===== config.mk =====
export PLATFORM = sky130hd
export DESIGN_NAME = bus_arbiter
export DESIGN_NICKNAME = d
export VERILOG_FILES = /design/src/fetch_pkg.sv /design/src/bus_arbiter.sv
export SDC_FILE = /design/constraint.sdc
export NUM_CORES = 1
export LEC_CHECK = 0
export ABC_AREA = 0
export BUFFER_PORTS_ARGS = -buffer_cell sky130_fd_sc_hd__buf_2
export CAP_MARGIN = 20
export CORE_AREA = 2 2 129 131
export CTS_BUF_LIST = sky130_fd_sc_hd__clkbuf_8 sky130_fd_sc_hd__clkbuf_16
export CTS_CLUSTER_SIZE = 25
export DETAILED_ROUTE_END_ITERATION = 10
export DIE_AREA = 0 0 131 133
export PLACE_DENSITY_LB_ADDON = 0.05
export SLEW_MARGIN = 30
export SYNTH_ARGS = -nofsm -noshare
export SYNTH_HDL_FRONTEND = slang
export SYNTH_SLANG_ARGS = --single-unit
export TNS_END_PERCENT = 30

===== constraint.sdc =====
create_clock -name clk -period 1.5 [get_ports clk]
set_input_delay 0.075 -clock clk [delete_from_list [all_inputs] [get_ports clk]]
set_output_delay 0.075 -clock clk [all_outputs]
set_load 0.005 [all_outputs]

===== src/fetch_pkg.sv =====
package fetch_pkg;

    localparam int addr_w = 32;
    localparam int word_w = 32;

    // slave response codes
    localparam logic [1:0] resp_okay   = 2'b00;
    localparam logic [1:0] resp_slverr = 2'b10;

    // master to slave with one address phase per transaction
    typedef struct packed {
        logic              valid;
        logic              write;
        logic [addr_w-1:0] addr;
        logic [7:0]        len;   // beats minus one
        logic [word_w-1:0] wdata;
    } bus_req_t;

    typedef struct packed {
        logic              req_ready;  // address accepted
        logic              rvalid;
        logic [word_w-1:0] rdata;
        logic [1:0]        resp;
        logic              last;
    } bus_rsp_t;

    typedef struct packed {
        logic [addr_w-1:0] pc;
        logic [word_w-1:0] inst;
        logic              fault;
    } fetch_packet_t;

endpackage


===== src/bus_arbiter.sv =====
module bus_arbiter (
    input  logic                clk,
    input  logic                rst,
    input  fetch_pkg::bus_req_t m0_req,
    input  fetch_pkg::bus_req_t m1_req,
    output fetch_pkg::bus_rsp_t m0_rsp,
    output fetch_pkg::bus_rsp_t m1_rsp,
    output fetch_pkg::bus_req_t s_req,
    input  fetch_pkg::bus_rsp_t s_rsp
);
    logic       locked;  // transaction in flight
    logic       owner;   // high when m1 was served last
    logic [1:0] gnt;

    always_comb begin
        if (locked) begin
            gnt = owner ? 2'b10 : 2'b01;
        end else if (m0_req.valid && m1_req.valid) begin
            gnt = owner ? 2'b01 : 2'b10;  // round robin
        end else begin
            gnt = {m1_req.valid, m0_req.valid};
        end
    end

    always_comb begin
        s_req = '0;
        if (gnt[0]) begin
            s_req = m0_req;
        end else if (gnt[1]) begin
            s_req = m1_req;
        end
    end

    // the loser sees no handshake activity
    always_comb begin
        m0_rsp           = s_rsp;
        m0_rsp.req_ready = s_rsp.req_ready && gnt[0];
        m0_rsp.rvalid    = s_rsp.rvalid && gnt[0];
        m1_rsp           = s_rsp;
        m1_rsp.req_ready = s_rsp.req_ready && gnt[1];
        m1_rsp.rvalid    = s_rsp.rvalid && gnt[1];
    end

    always_ff @(posedge clk or posedge rst) begin
        if (rst) begin
            locked <= 1'b0;
            owner  <= 1'b1;  // m0 wins the first tie
        end else if (s_req.valid && s_rsp.req_ready) begin
            locked <= 1'b1;
            owner  <= gnt[1];
        end else if (locked && s_rsp.rvalid && s_rsp.last) begin
            locked <= 1'b0;
        end
    end

endmodule


==> results.yml <==
clocking:
  cts_tree: "built"
  numClockSinks: 2
  cts_inserted_buffers: 3
  cts.repair_timing.setup_buffer_count: 0
  h_tree_depth: 1
  cts_root_buf: "clkbuf_16"
  clock_path_buffers: 2
  insertion_delay_ns: 0.22
  clk_transition_reported_paths_ns: 0.03
yosys:
  post_synth_main_area_contributors: "a22o_1, buf_4, buf_6"
  yosysUniqueCellTypes: 20
  synth_top_area_share: 0.442
  synth_sequential_area_ratio: 0.0350
  synth_compound_gate_area_share: 0.474
  synth_top_cell_by_area: "a22o_1"
  netlist_instances: 180
  ys.warnings.count: 0
  synth-simple-area-share: 0.0367
  synth-xor-area-share: 0
  synth_seq_cells: 2
  synth.mux.area_fraction: 0.00683
  synthesis.nets: 367
  syn_area_mm2: 0.00147
  syn_avg_cell_area_um2: 8.14
  dominant_combinational_cell_family_by_area_after_synthesis: "compound AO/OA/AOI/OAI gates"
  synthAdderAreaFrac: 0
timing:
  period_needed_ns: 1.67
  finalMaxSlewViolations: 0
  max_slew.worst_pin.slew_ns: 0.232
  grt_setup_unrepaired: "true"
  slew_headroom: 0.845
  timing_hold_violations_final: 0
  final_worst_path_setup_slack_ns: -0.170
  setup-violations-final: 77
  min_period_over_period: 1.11
  worst_clock_skew_ns: 0.00278
  fmax_mhz: 599
route:
  post-route-drc-count: 0
  drtIter0Drc: 39
  drt_first_pass_iters: 4
  finalWirelength_mm: 7.47
  route.vias.total: 1898
  antenna_left: 0
  route.detailed.wl_per_inst_um: 13.4
  avgViaCountPerCell: 3.41
power_and_ir_drop:
  internal_power_mw: 2.02
  ir_drop_v: 0.000531
  net-switching-power_mw: 1.52
  switching_fraction_of_total_power: 0.430
  power_frac_comb: 0.852
  power.static_leakage_nw: 1.42
  p_per_area_mw_per_mm2: 1430
  power_frac_seq: 0.033
  power.clock.fraction: 0.115
status:
  run_status: "complete, but fails checks"
  failing_checks: "negative setup slack"
placed_design:
  dp_hpwl_mm: 6.06
  dp_worst_setup_slack_ns: 0.0140
  place.gp.congestion: 0.718
  place.port_buffers: 232
setup_path:
  timing_worst_setup_path_type: "flip-flop to primary output"
  path_max_fanout: 36
  r2r-start: "owner"
  endpoint_kind: "primary output"
  setup.worst_path.start_class: "flip-flop"
  crit_arrival_ns: 1.59
  setup.worst_path.start: "owner"
  critical_path_data_required_time_ns: 1.42
cells_and_area:
  final_cell_mix: "buf_2, a22o_1, buf_12"
  filler_cells: 1870
  antenna-diode-count: 0
  postLayoutCoreUtil: 0.153
  drive_above_1_share: 0.739
  mostFrequentLayoutCell: "buf_2"
  final_nets: 525
  areaGrowthSynthToFinish_pct: 68.6
global_routing:
  grt_total_usage: 0.0737
  maximum_number_of_pins_on_one_net_before_global_route_repair: 45
  grt_remaining_overflow: 0
  vias_in_the_first_global_route: 1833
  initial_antenna_violation_count: 0
  grt_first_pass_wirelength_mm: 10.1
floorplan:
  rows: 47
  die_area_mm2: 0.0174
  ports_placed_on_the_boundary: 335
  height_of_the_chip_um: 133
  floorplan.die.width_um: 131
  effective_utilization_at_floorplan: 0.0906
  design.core.area_mm2: 0.0162
min_path:
  origin_of_the_worst_min_delay_path: "s_rsp[13]"
  min-delay-path-class: "input port to primary output"
run:
  max-cap-violations: 0
-- power by group through the flow --
stage / sequential (mW) / combinational, mW / clock, mW
CTS: 0.116 / 3.08 / 0.414
detailed placement: 0.111 / 3.06 / 0
global route: 0.122 / 3.33 / 0.425
finish: 0.115 / 3.02 / 0.407
floorplan: 0.116 / 1.84 / 0
global placement: 0.111 / 3.15 / 0
-- layer usage --
metal  vias to the layer above  track usage  share of wire
li1                        924            -              -
met1                       839       0.0709           0.34
met2                       120        0.153           0.55
met3                        15       0.0137          0.095
met4                         0       0.0189          0.017
met5                         -            0              0
-- cells by family after synthesis --
logic type      count (synthesis)
compound gates                 79
simple gates                   10
flops                           2
mux                             1
buf+inv                        88
-- repair_timing --
item,CTS,global route
cloned,0,0
hold endpoints to repair,2,0
hold buffers,1,0
gates resized for setup,4,1
setup endpoints to repair,77,77
pin swaps,17,22
-- cell type report --
cell class / instances / area (um^2) / area share
Clock buffer: 3 / 75.1 / 0.0304
Sequential cell: 2 / 52.6 / 0.0213
Clock inverter: 1 / 3.75 / 0.00152
Multi-Input combinational cell: 90 / 786 / 0.318
Timing Repair Buffer: 239 / 1270 / 0.514
Tap cell: 220 / 275 / 0.111
Inverter: 2 / 7.51 / 0.00304
-- sequential cells by signal, indices dropped and copies added (netlist names) --
register	count
locked	1
owner	1
-- synth_stat cells --
library cell	n
a22o_1	74
buf_4	72
buf_2	8
buf_6	6
and2_1	4
nand2_1	2
a21bo_1	1
a21oi_1	1
a32o_1	1
dfrtp_1	1
dfstp_2	1
inv_1	1
inv_2	1
mux2i_1	1
nand2b_1	1
nand3_1	1
nor2_1	1
nor2b_1	1
o21ai_2	1
o22ai_2	1
-- worst paths after layout --
kind,to,slack (ns),cells after the start
worst max-delay path,s_req[51],-0.17,5
worst min-delay path,m1_rsp[13],0.15,0
worst max register to register,locked,0.17,4
worst min register to register,locked,0.61,1
max in group asynchronous,owner,1.06,3
min in group asynchronous,locked,0.24,3
-- through the flow --
| step | total power, mW | instance area [um^2] | std cells | setup TNS, ns | hold WS, ns |
|---|---|---|---|---|---|
| after floorplan | 1.96 | 1470 | 180 | 0 | -0.185 |
| final | 3.54 | 2470 | 557 | -9.50 | 0.150 |
| after detailed placement | 3.17 | 2360 | 552 | 0 | -0.0695 |
| after CTS | 3.61 | 2470 | 557 | -10.66 | 0.150 |
| after global routing | 3.88 | 2470 | 557 | -14.90 | 0.150 |
| after global placement | 3.26 | 2360 | 552 | -0.0237 | -0.0701 |
-- critical path, cell delays in order, from the launching register on --
cell and delay (ns):
dfstp_2 0.55, nor2b_2 0.06, o22ai_4 0.19, buf_12 0.24
a22o_1 0.20, buf_2 0.12
(Power assumes the default switching activity.)
