## src/fetch_pkg.sv

```systemverilog
package fetch_pkg;

    localparam int addr_w = 32;
    localparam int word_w = 32;

    // slave response codes
    localparam logic [1:0] resp_okay   = 2'b00;
    localparam logic [1:0] resp_slverr = 2'b10;

    // master to slave with one address phase per transaction
    typedef struct packed {
        logic              valid;
        logic              write;
        logic [addr_w-1:0] addr;
        logic [7:0]        len;   // beats minus one
        logic [word_w-1:0] wdata;
    } bus_req_t;

    typedef struct packed {
        logic              req_ready;  // address accepted
        logic              rvalid;
        logic [word_w-1:0] rdata;
        logic [1:0]        resp;
        logic              last;
    } bus_rsp_t;

    typedef struct packed {
        logic [addr_w-1:0] pc;
        logic [word_w-1:0] inst;
        logic              fault;
    } fetch_packet_t;

endpackage

```

## src/data_port.sv

```systemverilog
module data_port (
    input  logic                         clk,
    input  logic                         rst,
    input  logic                         dp_req,
    input  logic                         dp_write,
    input  logic [fetch_pkg::addr_w-1:0] dp_addr,
    input  logic [fetch_pkg::word_w-1:0] dp_wdata,
    output logic                         dp_ack,
    output logic [fetch_pkg::word_w-1:0] dp_rdata,
    output logic                         dp_err,
    output fetch_pkg::bus_req_t          bus_req,
    input  fetch_pkg::bus_rsp_t          bus_rsp
);
    import fetch_pkg::*;

    localparam logic [2:0] st_idle    = 3'd0;
    localparam logic [2:0] st_addr    = 3'd1;
    localparam logic [2:0] st_wait    = 3'd2;
    localparam logic [2:0] st_ack     = 3'd3;
    localparam logic [2:0] st_release = 3'd4;

    logic [2:0]        state;
    logic              wr_q;
    logic [addr_w-1:0] addr_q;
    logic [word_w-1:0] wdata_q;

    assign dp_ack = (state == st_ack);

    always_comb begin
        bus_req       = '0;
        bus_req.valid = (state == st_addr);
        bus_req.write = wr_q;
        bus_req.addr  = addr_q;
        bus_req.len   = 8'd0;  // single beat
        bus_req.wdata = wdata_q;
    end

    always_ff @(posedge clk or posedge rst) begin
        if (rst) begin
            state <= st_idle;
        end else begin
            case (state)
                st_idle:    if (dp_req) state <= st_addr;
                st_addr:    if (bus_rsp.req_ready) state <= st_wait;
                st_wait:    if (bus_rsp.rvalid) state <= st_ack;
                st_ack:     if (!dp_req) state <= st_release;
                default:    state <= st_idle;  // ack already low here
            endcase
        end
    end

    always_ff @(posedge clk) begin
        if ((state == st_idle) && dp_req) begin
            wr_q    <= dp_write;
            addr_q  <= dp_addr;
            wdata_q <= dp_wdata;
        end
        if ((state == st_wait) && bus_rsp.rvalid) begin
            dp_rdata <= bus_rsp.rdata;
            dp_err   <= (bus_rsp.resp != resp_okay);
        end
    end

endmodule

```

## config.mk

```make
export PLATFORM = sky130hd
export DESIGN_NAME = data_port
export DESIGN_NICKNAME = d
export VERILOG_FILES = /design/src/fetch_pkg.sv /design/src/data_port.sv
export SDC_FILE = /design/constraint.sdc
export NUM_CORES = 1
export LEC_CHECK = 0
export BUFFER_PORTS_ARGS = -buffer_cell sky130_fd_sc_hd__buf_4
export CORE_MARGIN = 3
export CORE_UTILIZATION = 44
export DETAILED_ROUTE_END_ITERATION = 16
export GPL_TIMING_DRIVEN = 0
export PLACE_DENSITY_LB_ADDON = 0.3
export SYNTH_ARGS = -nofsm -noshare
export SYNTH_HDL_FRONTEND = slang
export SYNTH_SLANG_ARGS = --single-unit
```

## constraint.sdc

```tcl
create_clock -name clk -period 9.9 [get_ports clk]
set_clock_uncertainty 0.2 [all_clocks]
set_input_delay 1.98 -clock clk [delete_from_list [all_inputs] [get_ports clk]]
set_output_delay 1.98 -clock clk [all_outputs]
set_load 0.01 [all_outputs]
```

==> flow_summary.yaml, run 1 <==
timing:
  worst-slew-pin-transition_ns: 0.614
  hold_viol: 0
  final_max_slew_viol_count: 0
  slew_headroom: 0.588
  fmax_ghz: 0.291
  fin_crit_ns: 3.44
  post-route-period-util: 0.348
  setup_viol: 0
  rsz0062_at_grt: "no"
  tns_ns: 0
grt:
  grt_max_degree: 17
  grt.total_usage: 0.186
  antenna_found_initial: 0
  grt_pass1_wl_um: 11600
  grt_overflow_total: 0
  first_global_vias: 2279
critical_path:
  r2r_setup_slack_ns: 7.92
  path_max_fanout: 6
  r2r_start: "state[1]"
  arrival_ns: 1.26
  crit_path_max_incr_delay_ns: 0.48
  slowest_stage: "dfrtp_1"
  r2r_end: "addr_q[15]"
  end_kind: "output pin"
  startpoint_type: "flop"
  rr_worst_depth: 5
  required_ns: 7.72
  worstSetupPathType: "reg -> out"
  crit_chain: "inv_2 -> nor3_1 -> buf_4"
finish:
  nNetsFinal: 462
  fillerInstances: 461
  drive_above_1_share: 0.660
  num_antenna_cells: 0
  stdcell_count: 458
  syn2layout_area_growth_pct: 61.5
drt:
  ant_nets: 0
  viasPerCell: 4.42
  finalWirelength_um: 7640
  wl_per_cell_um: 16.7
  drt_iter0_markers: 79
  via_count: 2025
  drtPass1Iterations: 4
  drc: 0
power:
  seq_power_share: 0.525
  leakagePower_uw: 0.00218
  clock_power_share: 0.244
  internal_power_uw: 837
  power.density_nw_per_um2: 216
  combPwrFrac: 0.231
  vdd_drop_max_mv: 0.127
  swShare: 0.252
  p_sw_uw: 282
clock_tree:
  clock_latency_ns: 0.34
  post_cts_resized: 0
  cts-hold-fix-buffers: 0
  cts-htree-levels: 3
  postCtsSetupBuffers: 0
  root_buffer: "clkbuf_8"
  tritoncts: "yes"
  numCtsBuffers: 9
  cts.sinks: 101
  path_clk_slew_ns: 0.09
  clock_path_buffers: 2
synthesis:
  yosysUniqueCellTypes: 19
  synth_warnings: 0
  seq_area_frac_synth: 0.942
  synth_cells: 129
  synth-seq-cells: 101
  avgSynthCellArea_um2: 24.8
  synth_area_um2: 3200
run_status:
  status: "finished, final reports clean"
hold_path:
  min_path_cells: 1
  hold_end: "state[1]"
  min_from: "state[2]"
  worstHoldPathType: "reg -> reg"
floorplan:
  die_x_um: 91.3
  fp.dieArea_um2: 8340
  dieHeight_um: 91.3
  start_util: 0.461
  core_area_um2: 6940
  placementRows: 30
  pin_count: 213
placed_design:
  port-buffer-count: 203
  dp.cells: 442
  gp_congestion: 0.745
  dp_hpwl_um: 6200
run:
  maxCapViolCount: 0
-- cell usage after synthesis --
master    instances  area, um2
a211oi_1          2       15.0
a21oi_1           2       10.0
and2b_1           1       7.51
buf_4             9       67.6
buf_6             1       11.3
conb_1            1       3.75
dfrtp_1           3       75.1
edfxtp_1         98       2940
inv_1             1       3.75
inv_2             1       3.75
nand2_1           1       3.75
nand3b_1          1       7.51
nor2_1            1       3.75
nor2b_1           1       6.26
nor3_1            2       10.0
nor3b_1           1       7.51
nor3b_2           1       12.5
o21ai_1           1       5.00
or2_2             1       6.26
-- worst max-delay path by stage --
stage / startpoint / to / depth (start not counted)
2_1_floorplan: dp_req / addr_q[0] / 2
3_3_place_gp: dp_req / addr_q[26] / 3
3_5_place_dp: dp_req / wr_q / 5
4_1_cts: state[0] / dp_ack / 3
5_1_grt: state[0] / bus_req[73] / 3
6_report: state[0] / bus_req[73] / 3
-- layout by cell type (no fill, tap or decap), types with 2 or more instances in the layout --
cell	Yosys	routed
a211oi_1	2	2
a21oi_1	2	2
buf_4	9	213
buf_6	1	7
bufinv_16	0	2
clkbuf_8	0	9
clkinvlp_4	0	2
conb_1	1	8
dfrtp_1	3	3
edfxtp_1	98	98
nor3b_2	1	2
-- power by group through the flow --
stage	Combinational, uW	Clock (uW)	Sequential [uW]
global route	279	298	596
detailed placement	263	0	598
floorplan	60.0	0	642
global placement	237	0	611
finish	258	274	588
CTS	263	282	589
-- cell type report --
| class | count | area (um2) | share of cell area |
|---|---|---|---|
| plain buffers | 10 | 78.8 | 0.0152 |
| clock buffers | 10 | 128 | 0.0247 |
| clock inverters | 6 | 87.6 | 0.0169 |
| inverters | 2 | 7.51 | 0.00145 |
| multi-input cells | 23 | 135 | 0.0261 |
| flip-flops and latches | 101 | 3020 | 0.583 |
| well taps | 96 | 120 | 0.0232 |
| repair buffers | 210 | 1600 | 0.309 |
-- metrics by stage --
step	power (uW)	utilization	setup slack, ns	instance area [um2]	hold slack (ns)
after floorplan	702	-	2.23	3230	0.295
after global placement	848	0.702	0.468	4870	0.329
after detailed placement	861	0.714	6.30	4960	0.386
after CTS	1130	0.745	6.44	5170	0.400
after global routing	1170	0.745	6.30	5170	0.434
final	1120	0.745	6.46	5170	0.398
-- layer usage --
layer	GRT usage	up-vias	part of all wire
met2	0.323	146	0.52
met3	0.106	15	0.14
met1	0.177	927	0.31
met4	0.0867	0	0.021
met5	0	-	0
li1	-	937	-
-- critical path, delay by kind of cell, from the launching register on --
kind          cells  cell delay, ns
simple gates      1            0.20
flops             1            0.48
buf+inv           2            0.23
-- cells by family after synthesis --
group | count (synthesis) | synth area share
AOI/OAI and AO/OA | 5 | 0.00937
buffers and inverters | 12 | 0.0269
DFF | 101 | 0.942
other | 1 | 0.00117
and+or+nand+nor | 10 | 0.0203
-- flip-flops by register name, summed over array words and instances (netlist names) --
name,cells
wr_q,1
dp_rdata,32
wdata_q,32
dp_err,1
addr_q,32
state,3
No activity file was read; power rests on OpenSTA's default activity.
==> run 2, diff against run 1 <==
CORE_UTILIZATION = 41   (was 44)
clock period = 3.2 ns   (was 9.9 ns; I/O delays follow)
==> run 2 against run 1 <==
  * Final area increased by 0.22%
  * Final cell count is 0.22% higher
  * First-iteration DRC count shrank 42%
  * Worst setup slack got worse by 5.6 ns
  * Highest routed layer unchanged
  * Die area up 6.8%
  * Via count up 0.15%
  * Global-route usage is 2.2 points lower
  * Sequential cell count unchanged
  * Utilization down 4.5 points
==> flow_summary.yaml, run 2 (synthesized netlist as in run 1, its figures left out) <==
critical_path:
  arrival_ns: 2.18
  startpoint_type: "flop"
  r2r_setup_slack_ns: 0.87
  crit_chain: "buf_6 -> nor2b_1 -> nor3b_4 -> buf_8 -> buf_16"
  r2r_end: "addr_q[5]"
  crit_cells: 5
  rr_worst_depth: 5
  path_max_fanout: 19
  required_ns: 3.05
  crit_start: "state[1]"
  crit_path_max_incr_delay_ns: 0.71
  r2r_start: "state[1]"
  worstSetupPathType: "reg -> reg"
  cp-endpoint: "addr_q[5]"
  end_kind: "flop"
  slowest_stage: "nor3b_4"
  crit_buf_inv: 3
  crit_family: "simple AND/OR/NAND/NOR gates"
drt:
  ant_nets: 0
  drc: 0
  via_count: 2028
  drt_iter0_markers: 46
  viasPerCell: 4.42
  wl_per_cell_um: 16.5
  finalWirelength_um: 7580
  drtPass1Iterations: 4
floorplan:
  dieHeight_um: 94.4
  die_x_um: 94.4
  start_util: 0.432
  pin_count: 213
  fp.dieArea_um2: 8910
  placementRows: 31
  core_area_um2: 7410
power:
  vdd_drop_max_mv: 0.323
  power.density_nw_per_um2: 656
  leakagePower_uw: 0.00217
  power_uw: 3400
clock_tree:
  path_clk_slew_ns: 0.10
  clock_latency_ns: 0.33
  tritoncts: "yes"
  post_cts_resized: 0
  clock_path_buffers: 2
  cts.sinks: 101
  postCtsSetupBuffers: 0
  numCtsBuffers: 9
  cts-htree-levels: 3
  root_buffer: "clkbuf_8"
timing:
  layout_setup_ws_ns: 0.873
  worst-slew-pin-transition_ns: 0.804
  final_max_slew_viol_count: 0
  slew_headroom: 0.463
  post-route-period-util: 0.727
  fin_crit_ns: 2.33
  setup_viol: 0
  fmax_ghz: 0.430
  hold_viol: 0
  rsz0062_at_grt: "no"
placed_design:
  port-buffer-count: 203
  gp_congestion: 0.762
  dp_hpwl_um: 6030
  place_ws_ns: 0.604
hold_path:
  worstHoldPathType: "in -> reg"
finish:
  multi_input_area_um2: 148
  reg.largest.list: "addr_q x32, dp_rdata x32, wdata_q x32"
  seq_area_um2: 3020
  postLayoutCoreUtil: 0.700
  fillerInstances: 479
  layout.cells.most_common_list: "buf_4 (212), edfxtp_1 (98), clkbuf_8 (9)"
  num_antenna_cells: 0
  drive_above_1_share: 0.653
  syn2layout_area_growth_pct: 61.9
  nNetsFinal: 460
  layout_commonest_cell: "buf_4"
grt:
  first_global_vias: 2132
  antenna_found_initial: 0
  grt.total_usage: 0.164
  grt_max_degree: 24
  grt_pass1_wl_um: 10700
  grt_overflow_total: 0
run_status:
  status: "finished, final reports clean"
run:
  maxCapViolCount: 0
## run 2: changes by cell type in the layout (fill, tap and decap cells not counted), sizes merged
cell         before  now
clkbuf           10    9
dlygate4sd3       0    1
clkinvlp          2    1
bufinv            2    1
clkinv            2    5
buf             220  217
## run 2: how the worst min path moves through the flow
stage                       from     endpoint  slack, ns  depth (start not counted)
finish                dp_addr[7]    addr_q[7]       0.27                          1
global route        dp_wdata[28]  wdata_q[28]       0.25                          1
CTS                   dp_addr[7]    addr_q[7]       0.25                          1
detailed placement           rst     state[2]       0.33                          2
global placement             rst     state[2]       0.32                          2
floorplan                    rst     state[0]       0.19                          1
## run 2: stage by stage
step / std cells / hold WS (ns) / cell area, um2 / TNS [ns]
6_report: 459 / 0.268 / 5180 / 0
5_1_grt: 459 / 0.246 / 5180 / 0
4_1_cts: 459 / 0.249 / 5180 / 0
3_5_place_dp: 442 / 0.326 / 4980 / 0
3_3_place_gp: 438 / 0.320 / 4890 / -38.75
2_1_floorplan: 136 / 0.194 / 3250 / 0
## run 2: report_power, final
group	internal [uW]	switching, uW
combinational	426	387
sequential	1740	81.1
clock	357	409
## run 2: area by class of cell
type / instances / share of cell area
repair buffers: 208 / 0.312
well taps: 99 / 0.0239
multi-input cells: 23 / 0.0285
clock inverters: 7 / 0.0128
clock buffers: 9 / 0.0239
plain buffers: 10 / 0.0152
flip-flops and latches: 101 / 0.582
inverters: 2 / 0.00145
## run 2: repair_timing
action                                  in CTS  in global routing
endpoints found under the setup margin       0                  0
hold endpoints to repair                     3                  0
hold buffers                                 1                  0
## run 2: metal layers
| metal | GRT usage | routed length (um) | vias to the layer above |
|---|---|---|---|
| met4 | 0.0578 | 59 | 0 |
| li1 | - | - | 936 |
| met3 | 0.0829 | 1250 | 4 |
| met1 | 0.164 | 2300 | 943 |
| met5 | 0 | 0 | - |
| met2 | 0.294 | 3980 | 145 |
## run 2: worst reg2reg max path, stage by stage, from the launching register on
cell	delay, ns
dfrtp_1	0.39
buf_6	0.13
nor2b_1	0.15
nor3b_4	0.71
buf_8	0.28
buf_16	0.18
