`src/fetch_pkg.sv`:
```
package fetch_pkg;

    localparam int addr_w = 32;
    localparam int word_w = 32;

    // slave response codes
    localparam logic [1:0] resp_okay   = 2'b00;
    localparam logic [1:0] resp_slverr = 2'b10;

    // master to slave with one address phase per transaction
    typedef struct packed {
        logic              valid;
        logic              write;
        logic [addr_w-1:0] addr;
        logic [7:0]        len;   // beats minus one
        logic [word_w-1:0] wdata;
    } bus_req_t;

    typedef struct packed {
        logic              req_ready;  // address accepted
        logic              rvalid;
        logic [word_w-1:0] rdata;
        logic [1:0]        resp;
        logic              last;
    } bus_rsp_t;

    typedef struct packed {
        logic [addr_w-1:0] pc;
        logic [word_w-1:0] inst;
        logic              fault;
    } fetch_packet_t;

endpackage

```
`src/fetch_unit.sv`:
```
module fetch_unit #(
    parameter int          BLOCK_WORDS = 4,
    parameter logic [31:0] RESET_PC    = 32'h0
) (
    input  logic                                       clk,
    input  logic                                       rst,
    input  logic                                       fetch_enable,
    input  logic                                       redirect_valid,
    input  logic [fetch_pkg::addr_w-1:0]               redirect_pc,
    output logic                                       redirect_ready,
    output logic                                       packet_valid,
    output fetch_pkg::fetch_packet_t                   packet,
    input  logic                                       packet_ready,
    output logic                                       lookup_req,
    output logic [fetch_pkg::addr_w-1:0]               lookup_addr,
    input  logic                                       lookup_hit,
    input  logic [fetch_pkg::word_w-1:0]               lookup_data,
    output logic                                       fill_valid,
    output logic [fetch_pkg::addr_w-1:0]               fill_addr,
    output logic [BLOCK_WORDS*fetch_pkg::word_w-1:0]   fill_block,
    output fetch_pkg::bus_req_t                        bus_req,
    input  fetch_pkg::bus_rsp_t                        bus_rsp
);
    import fetch_pkg::*;

    localparam int off_w = $clog2(BLOCK_WORDS);

    localparam logic [1:0] st_idle    = 2'd0;
    localparam logic [1:0] st_check   = 2'd1;
    localparam logic [1:0] st_refill  = 2'd2;
    localparam logic [1:0] st_present = 2'd3;

    logic [1:0]                    state;
    logic [addr_w-1:0]             pc;
    logic [addr_w-1:0]             blk_addr;
    logic                          req_valid;
    logic [off_w-1:0]              beat_cnt;
    logic                          fault_q;
    logic                          beat_fault;
    logic                          refill_done;
    logic                          take_redirect;
    logic [off_w-1:0]              pc_off;
    logic [BLOCK_WORDS*word_w-1:0] block_q;
    logic [BLOCK_WORDS*word_w-1:0] block_next;

    assign pc_off         = pc[off_w+1:2];
    assign redirect_ready = (state == st_idle) && fetch_enable;
    assign take_redirect  = redirect_valid && redirect_ready;
    assign lookup_req     = (state == st_idle) && fetch_enable && !take_redirect;
    assign lookup_addr    = pc;
    assign packet_valid   = (state == st_present);
    assign fill_addr      = blk_addr;
    assign fill_block     = block_q;

    assign beat_fault  = (bus_rsp.resp != resp_okay);
    assign refill_done = (state == st_refill) && bus_rsp.rvalid && bus_rsp.last;

    // block register with the current beat merged in
    always_comb begin
        block_next = block_q;
        if (bus_rsp.rvalid) begin
            block_next[beat_cnt*word_w +: word_w] = bus_rsp.rdata;
        end
    end

    always_comb begin
        bus_req       = '0;
        bus_req.valid = req_valid;
        bus_req.addr  = blk_addr;
        bus_req.len   = 8'(BLOCK_WORDS - 1);  // whole block per refill
    end

    always_ff @(posedge clk or posedge rst) begin
        if (rst) begin
            state      <= st_idle;
            pc         <= RESET_PC;
            req_valid  <= 1'b0;
            beat_cnt   <= '0;
            fault_q    <= 1'b0;
            fill_valid <= 1'b0;
        end else begin
            fill_valid <= 1'b0;
            case (state)
                st_idle: begin
                    if (take_redirect) begin
                        pc <= redirect_pc;  // lookup follows next cycle
                    end else if (lookup_req) begin
                        state <= st_check;
                    end
                end
                st_check: begin
                    if (lookup_hit) begin
                        state <= st_present;
                    end else begin
                        req_valid <= 1'b1;
                        beat_cnt  <= '0;
                        fault_q   <= 1'b0;
                        state     <= st_refill;
                    end
                end
                st_refill: begin
                    if (req_valid && bus_rsp.req_ready) begin
                        req_valid <= 1'b0;
                    end
                    if (bus_rsp.rvalid) begin
                        beat_cnt <= beat_cnt + 1'b1;
                        fault_q  <= fault_q | beat_fault;
                        if (bus_rsp.last) begin
                            fill_valid <= !(fault_q || beat_fault);  // faulted block stays out
                            state      <= st_present;
                        end
                    end
                end
                default: begin
                    if (packet_ready) begin
                        pc    <= pc + addr_w'(4);
                        state <= st_idle;
                    end
                end
            endcase
        end
    end

    always_ff @(posedge clk) begin
        if (lookup_req) begin
            blk_addr <= {pc[addr_w-1:off_w+2], {(off_w + 2){1'b0}}};
        end
        if ((state == st_refill) && bus_rsp.rvalid) begin
            block_q <= block_next;
        end
        if ((state == st_check) && lookup_hit) begin
            packet.pc    <= pc;
            packet.inst  <= lookup_data;
            packet.fault <= 1'b0;
        end else if (refill_done) begin
            packet.pc    <= pc;
            packet.fault <= fault_q | beat_fault;
            packet.inst  <= (fault_q | beat_fault) ? '0 : block_next[pc_off*word_w +: word_w];
        end
    end

endmodule

```
`config.mk`:
```
export PLATFORM = sky130hd
export DESIGN_NAME = fetch_unit
export DESIGN_NICKNAME = d
export VERILOG_FILES = /design/src/fetch_pkg.sv /design/src/fetch_unit.sv
export SDC_FILE = /design/constraint.sdc
export NUM_CORES = 1
export LEC_CHECK = 0
export BUFFER_PORTS_ARGS = -buffer_cell sky130_fd_sc_hd__buf_2
export CORE_MARGIN = 4
export CORE_UTILIZATION = 46
export DETAILED_ROUTE_END_ITERATION = 12
export PLACE_DENSITY = 0.79
export SYNTH_ARGS = -nofsm -noshare
export SYNTH_HDL_FRONTEND = slang
export SYNTH_SLANG_ARGS = --single-unit
```
`constraint.sdc`:
```
create_clock -name clk -period 4.1 [get_ports clk]
set_clock_uncertainty 0.15 [all_clocks]
set_input_delay 0.205 -clock clk [delete_from_list [all_inputs] [get_ports clk]]
set_output_delay 0.205 -clock clk [all_outputs]
set_load 0.03 [all_outputs]
```
==> results of run 1 <==
-- per-layer routing --
layer / GRT usage / share of wire / vias up
met1: 0.355 / 0.37 / 5531
met2: 0.458 / 0.48 / 919
li1: - / - / 4767
met4: 0.125 / 0.049 / 0
met5: 0 / 0 / -
met3: 0.0557 / 0.11 / 163
-- power by group --
group | switching [mW] | total, mW | leakage, nW | internal, mW
Sequential | 0.517 | 4.24 | 2.53 | 3.72
Combinational | 3.17 | 4.51 | 3.81 | 1.34
Clock | 1.07 | 2.56 | 0.448 | 1.49
Total | 4.76 | 11.3 | 6.78 | 6.55
-- sequential cells by signal (all words and copies together) (netlist names) --
name	count
fill_block	128
packet	65
lookup_addr	32
fill_addr	28
beat_cnt	2
state	2
fault_q	1
fill_valid	1
req_valid	1
-- final cells by class --
class | count | area (um^2) | area share
inverters | 15 | 57.6 | 0.00347
well taps | 341 | 427 | 0.0257
multi-input cells | 642 | 4300 | 0.259
flip-flops and latches | 260 | 7600 | 0.459
clock inverters | 6 | 109 | 0.00657
clock buffers | 46 | 818 | 0.0494
repair buffers | 527 | 3270 | 0.197
-- cell usage after synthesis, drive strengths merged (21+ instances only) --
cell / count
nand3: 22
o22ai: 38
nor2: 30
a21oi: 29
a32o: 21
o21ai: 39
nor2b: 34
a22o: 125
edfxtp: 220
nand2: 57
dfrtp: 39
clkbuf: 37
buf: 115
-- final timing paths --
kind                              from              end  slack, ps  cells after the start
min in group asynchronous          rst        req_valid        190                      4
hold / removal              lookup_hit         state[0]         20                      5
setup / recovery           beat_cnt[0]        packet[9]        390                      8
max in group asynchronous          rst  lookup_addr[14]       3230                      4
hold reg to reg                fault_q          fault_q        340                      1
setup reg to reg           beat_cnt[0]        packet[9]        390                      8
-- critical path: cells and delay by family (launching register included) --
kind            cells  cell delay (ps)
simple gates        2             1290
buf+inv             2              700
compound gates      3              540
flops               1              520
fa+ha+maj           1              390
-- through the flow --
step           std cells  utilization  setup slack (ps)  power [mW]  area [um^2]
6_report            1837        0.613               390        11.3        16600
5_1_grt             1837        0.613               208        11.8        16600
2_1_floorplan       1069            -               666        7.22        12900
3_5_place_dp        1679        0.540               772        8.60        14600
3_3_place_gp        1679        0.540               913        8.49        14600
4_1_cts             1837        0.613               500        11.2        16600
-- cell families (layout without fill, tap and decap cells) --
family	Yosys count	count (layout)
AO/OA/AOI/OAI	313	313
multiplexers	9	9
flip-flops	260	260
adder cells (fa/ha/maj)	11	11
AND/OR/NAND/NOR	260	260
buffers and inverters	167	594
other	2	49
==> run_results.csv, run 1 <==
group,metric,value,unit
hold_path,hold_path.class,"primary input to register",
finish,final_common_cell,"buf_2",
timing,fin_tns_setup,0,ps
yosys,synthAdderAreaFrac,0.0109,
critical_path,crit_fanout,24,
yosys,synth_top_area_cell,"edfxtp_1",
finish,diodes,0,
yosys,synthTopCellsByArea,"edfxtp_1, a22o_1, dfrtp_1",
timing,finalHoldViolCount,0,
outcome,status,"complete, no violations",
floorplanning,core_area,0.0270,mm^2
drt,drc_errors,0,
critical_path,crit_required,4380,ps
floorplanning,row_count,60,
drt,wirelength,44300,um
cts,cts_htree_levels,1,
critical_path,crit_path_start_kind,"register",
cts,cts_resized,0,
finish,drive_above_1_share,0.330,
place,dp_hpwl,29700,um
yosys,synth_cells,1022,
power,vdd_drop_max,0.409,mV
run,cap_violations,0,
drt,dr.pass1.iters,6,
yosys,synth_top_family_by_area,"compound AO/OA/AOI/OAI gates",
floorplanning,dieHeight,174,um
yosys,synth_edf_count,220,
yosys,yosys_warnings,0,
global_route,grt_overflow,0,
yosys,synthMuxAreaShare,0.00720,
global_route,grt_pass1_wl,67100,um
drt,drt_first_iter_violations,1554,
timing,setup-violations-final,0,
yosys,avgSynthCellArea,12.4,um^2
place,port_buffers,392,
critical_path,endpoint_kind,"register",
timing,finalCritPeriodShare,0.905,
drt,vias_per_cell,6.19,
yosys,yosys.area_share.simple,0.113,
floorplanning,ios,442,
critical_path,path_class,"register to register",
yosys,yosys_register_bits,260,
cts,cts.clk_slew.worst_paths,70,ps
yosys,netlist_area,0.0127,mm^2
global_route,grt_use_total,0.277,
finish,final_cell_mix,"buf_2, edfxtp_1, a22o_1",
cts,clk_path_buf_depth,3,
drt,vias,11380,
critical_path,cp.arrival,3990,ps
floorplanning,dieArea,0.0303,mm^2
global_route,antenna_found_initial,0,
timing,fin_hold_ws,24.3,ps
place,place.gp.congestion,0.925,
timing,period_needed,3710,ps
yosys,synth_top_area_frac,0.521,
finish,fill_cells,2067,
timing,relSlewSlack,0.157,
cts,cts_tree,"built",
yosys,seq_area_frac_synth,0.600,
cts,cts.hold.buffers_added,106,
global_route,grt_max_degree,47,
critical_path,cp_cell_sequence,"inv_1 > ha_1 > nor2b_1 > and3_1 > a22o_1 > a32o_1 > a211o_1 > dlygate4sd3_1",
power,power_leakage,6.78,nW
yosys,synth-main-ff-cell,"edfxtp_1",
timing,drv_slew,0,
floorplanning,start_util,0.469,
critical_path,slowest_delay,1040,ps
critical_path,slowest_stage,"and3_1",
timing,worstMarginPinSlew,1260,ps
finish,fin_nets,1592,
drt,wire_per_inst,24.1,um
yosys,synth_compound_area_frac,0.190,
timing,fmax,270,MHz
yosys,ys_async_sr_fraction,0.150,
yosys,synth-xor-area-share,0,
cts,numCtsBuffers,28,
global_route,grt_pass1_vias,11358,
finish,area.growth.synth_to_final,30.7,%
cts,clock_latency,560,ps
timing,rsz0062_at_grt,"no",
power,powerDensity,682,mW/mm^2
cts,root_buffer,"clkbuf_16",
cts,cts_sinks,260,
floorplanning,die-width,174,um
yosys,yosysUniqueCellTypes,66,
cts,post_cts_buffers,0,
drt,detail-route-antenna-nets,0,
Power figures use the tool's default switching activity.
==> inputs of run 2 (changes only) <==
Settings changed: ABC_AREA set to 1, CORE_UTILIZATION 46 to 47, PLACE_DENSITY 0.79 to 0.8, TNS_END_PERCENT set to 5.
==> run_results.csv, run 2 <==
group,metric,value,unit
hold_path,hold_start,"redirect_valid",
critical_path,cp_top_family,"buffers and inverters",
cts,numCtsBuffers,28,
critical_path,endpoint_kind,"register",
place,port_buffers,392,
critical_path,rr_worst_depth,7,
drt,vias_per_cell,5.42,
power,power_leakage,8.09,nW
floorplanning,dieArea,0.0316,mm^2
yosys,synth_cells,1587,
critical_path,reg2reg_slack,970,ps
place,place.gp.congestion,0.933,
cts,post_cts_buffers,0,
critical_path,crit_required,4110,ps
yosys,netlist_area,0.0136,mm^2
drt,wirelength,48600,um
floorplanning,start_util,0.482,
drt,vias,13127,
cts,cts_htree_levels,1,
cts,clk_path_buf_depth,3,
finish,largest_register_ffs,128,
run,cap_violations,0,
yosys,seq_area_frac_synth,0.560,
yosys,synthTopCellsByArea,"edfxtp_1, nand2_1, nand3_1",
finish,multi_input_area,0.00488,mm^2
timing,relSlewSlack,0.147,
place,dp_hpwl,32500,um
finish,drive_above_1_share,0.235,
cts,cts_sinks,260,
timing,worstMarginPinSlew,1280,ps
cts,clock_latency,550,ps
yosys,synth_top_area_cell,"edfxtp_1",
floorplanning,die-width,178,um
power,powerDensity,714,mW/mm^2
power,vdd_drop_max,0.504,mV
timing,drv_slew,0,
yosys,synth_edf_count,220,
timing,fin_tns_setup,0,ps
critical_path,crit_fanout,40,
cts,cts.clk_slew.worst_paths,60,ps
timing,period_needed,3130,ps
critical_path,cp_num_cells,7,
global_route,grt_use_total,0.295,
hold_path,hold_path_depth,2,
critical_path,crit_top_cell,"nand2_1",
yosys,ys_async_sr_fraction,0.150,
timing,finalHoldViolCount,0,
drt,dr.pass1.iters,6,
drt,detail-route-antenna-nets,0,
critical_path,slowest_stage,"buf_4",
finish,fill_cells,2344,
global_route,grt_overflow,0,
yosys,yosysUniqueCellTypes,36,
finish,final_cell_mix,"nand2_1, buf_2, nand3_1",
floorplanning,ios,442,
global_route,grt_pass1_wl,73100,um
global_route,antenna_found_initial,2,
yosys,synth_common_cells,"nand2_1, nand3_1, edfxtp_1, nor2_1, buf_4",
finish,regArea,0.00760,mm^2
yosys,yosys_warnings,0,
timing,fmax,320,MHz
finish,final_common_cell,"nand2_1",
hold_path,hold_path.class,"primary input to register",
yosys,yosys_register_bits,260,
critical_path,crit_path_start_kind,"register",
yosys,synth_top_area_frac,0.487,
timing,setup_ws,975,ps
critical_path,critPathBufInv,3,
cts,cts_tree,"built",
floorplanning,core_area,0.0282,mm^2
cts,root_buffer,"clkbuf_16",
floorplanning,dieHeight,178,um
global_route,grt_pass1_vias,12908,
critical_path,cp.arrival,3140,ps
outcome,status,"complete, no violations",
yosys,synthMostInstantiatedCell,"nand2_1",
critical_path,worstSetupStartpoint,"state[0]",
global_route,grt_max_degree,94,
critical_path,slowest_delay,590,ps
place,dp_slack,946,ps
timing,setup-violations-final,0,
critical_path,cp_cell_sequence,"inv_1 > ha_1 > nand2_1 > inv_4 > nand2_1 > nand2_4 > buf_4",
drt,drc_errors,0,
critical_path,worst_r2r_endpoint,"packet[13]",
yosys,synth-main-ff-cell,"edfxtp_1",
finish,fin_nets,2138,
floorplanning,row_count,61,
timing,rsz0062_at_grt,"no",
critical_path,crit_end,"packet[13]",
drt,drt_first_iter_violations,1570,
drt,wire_per_inst,20.1,um
timing,finalCritPeriodShare,0.762,
critical_path,r2r_start,"state[0]",
yosys,avgSynthCellArea,8.55,um^2
finish,area.growth.synth_to_final,28.2,%
critical_path,path_class,"register to register",
run 2: stage by stage:
stage                util  instance area (um^2)  hold WS (ps)  cells  power [mW]
floorplan               -                 13700           159   1634        7.96
global placement    0.546                 15400           218   2264        9.49
detailed placement  0.546                 15400           227   2264        9.58
CTS                 0.617                 17400          5.48   2420        12.4
global route        0.617                 17400          56.7   2422        13.1
finish              0.617                 17400          28.7   2422        12.4
run 2: layout make-up:
| type | instances | area share |
|---|---|---|
| clock inverter | 13 | 0.0117 |
| clock buffer | 39 | 0.0445 |
| tap | 378 | 0.0272 |
| sequential | 260 | 0.437 |
| timing repair buffer | 514 | 0.180 |
| multi-input combinational | 1136 | 0.281 |
| inverter | 80 | 0.0177 |
| antenna | 2 | 0.000288 |
run 2: how the worst min path moves through the flow:
stage                     slack [ps]        endpoint
after floorplan                  160       req_valid
after global placement           220  lookup_addr[0]
after detailed placement         230  lookup_addr[0]
after CTS                          5   fill_addr[10]
after global routing              60   fill_addr[10]
final                             30    fill_addr[9]
run 2: cell families (layout without fill, tap and decap cells):
family	Yosys count	in the layout	synth area share
flip-flops	260	260	0.560
adder cells (fa/ha/maj)	11	11	0.0101
other	2	51	0.000554
AO/OA/AOI/OAI	76	76	0.0305
AND/OR/NAND/NOR	1000	1000	0.304
buffers and inverters	238	646	0.0942
run 2: layer usage:
metal	up-vias	share of wire	GRT usage
li1	5983	-	-
met1	6091	0.35	0.361
met2	937	0.50	0.512
met3	116	0.12	0.0688
met4	0	0.034	0.105
met5	-	0	0
run 2: report_power, final:
part,internal (mW),leakage (nW),switching [mW],total (mW)
Combinational,1.34,5.09,4.06,5.40
Sequential,3.75,2.54,0.559,4.31
Clock,1.63,0.464,1.07,2.70
run 2: timing repair:
item,in CTS,in global routing
hold endpoints to repair,199,0
hold buffers,104,0
resized for setup,0,0
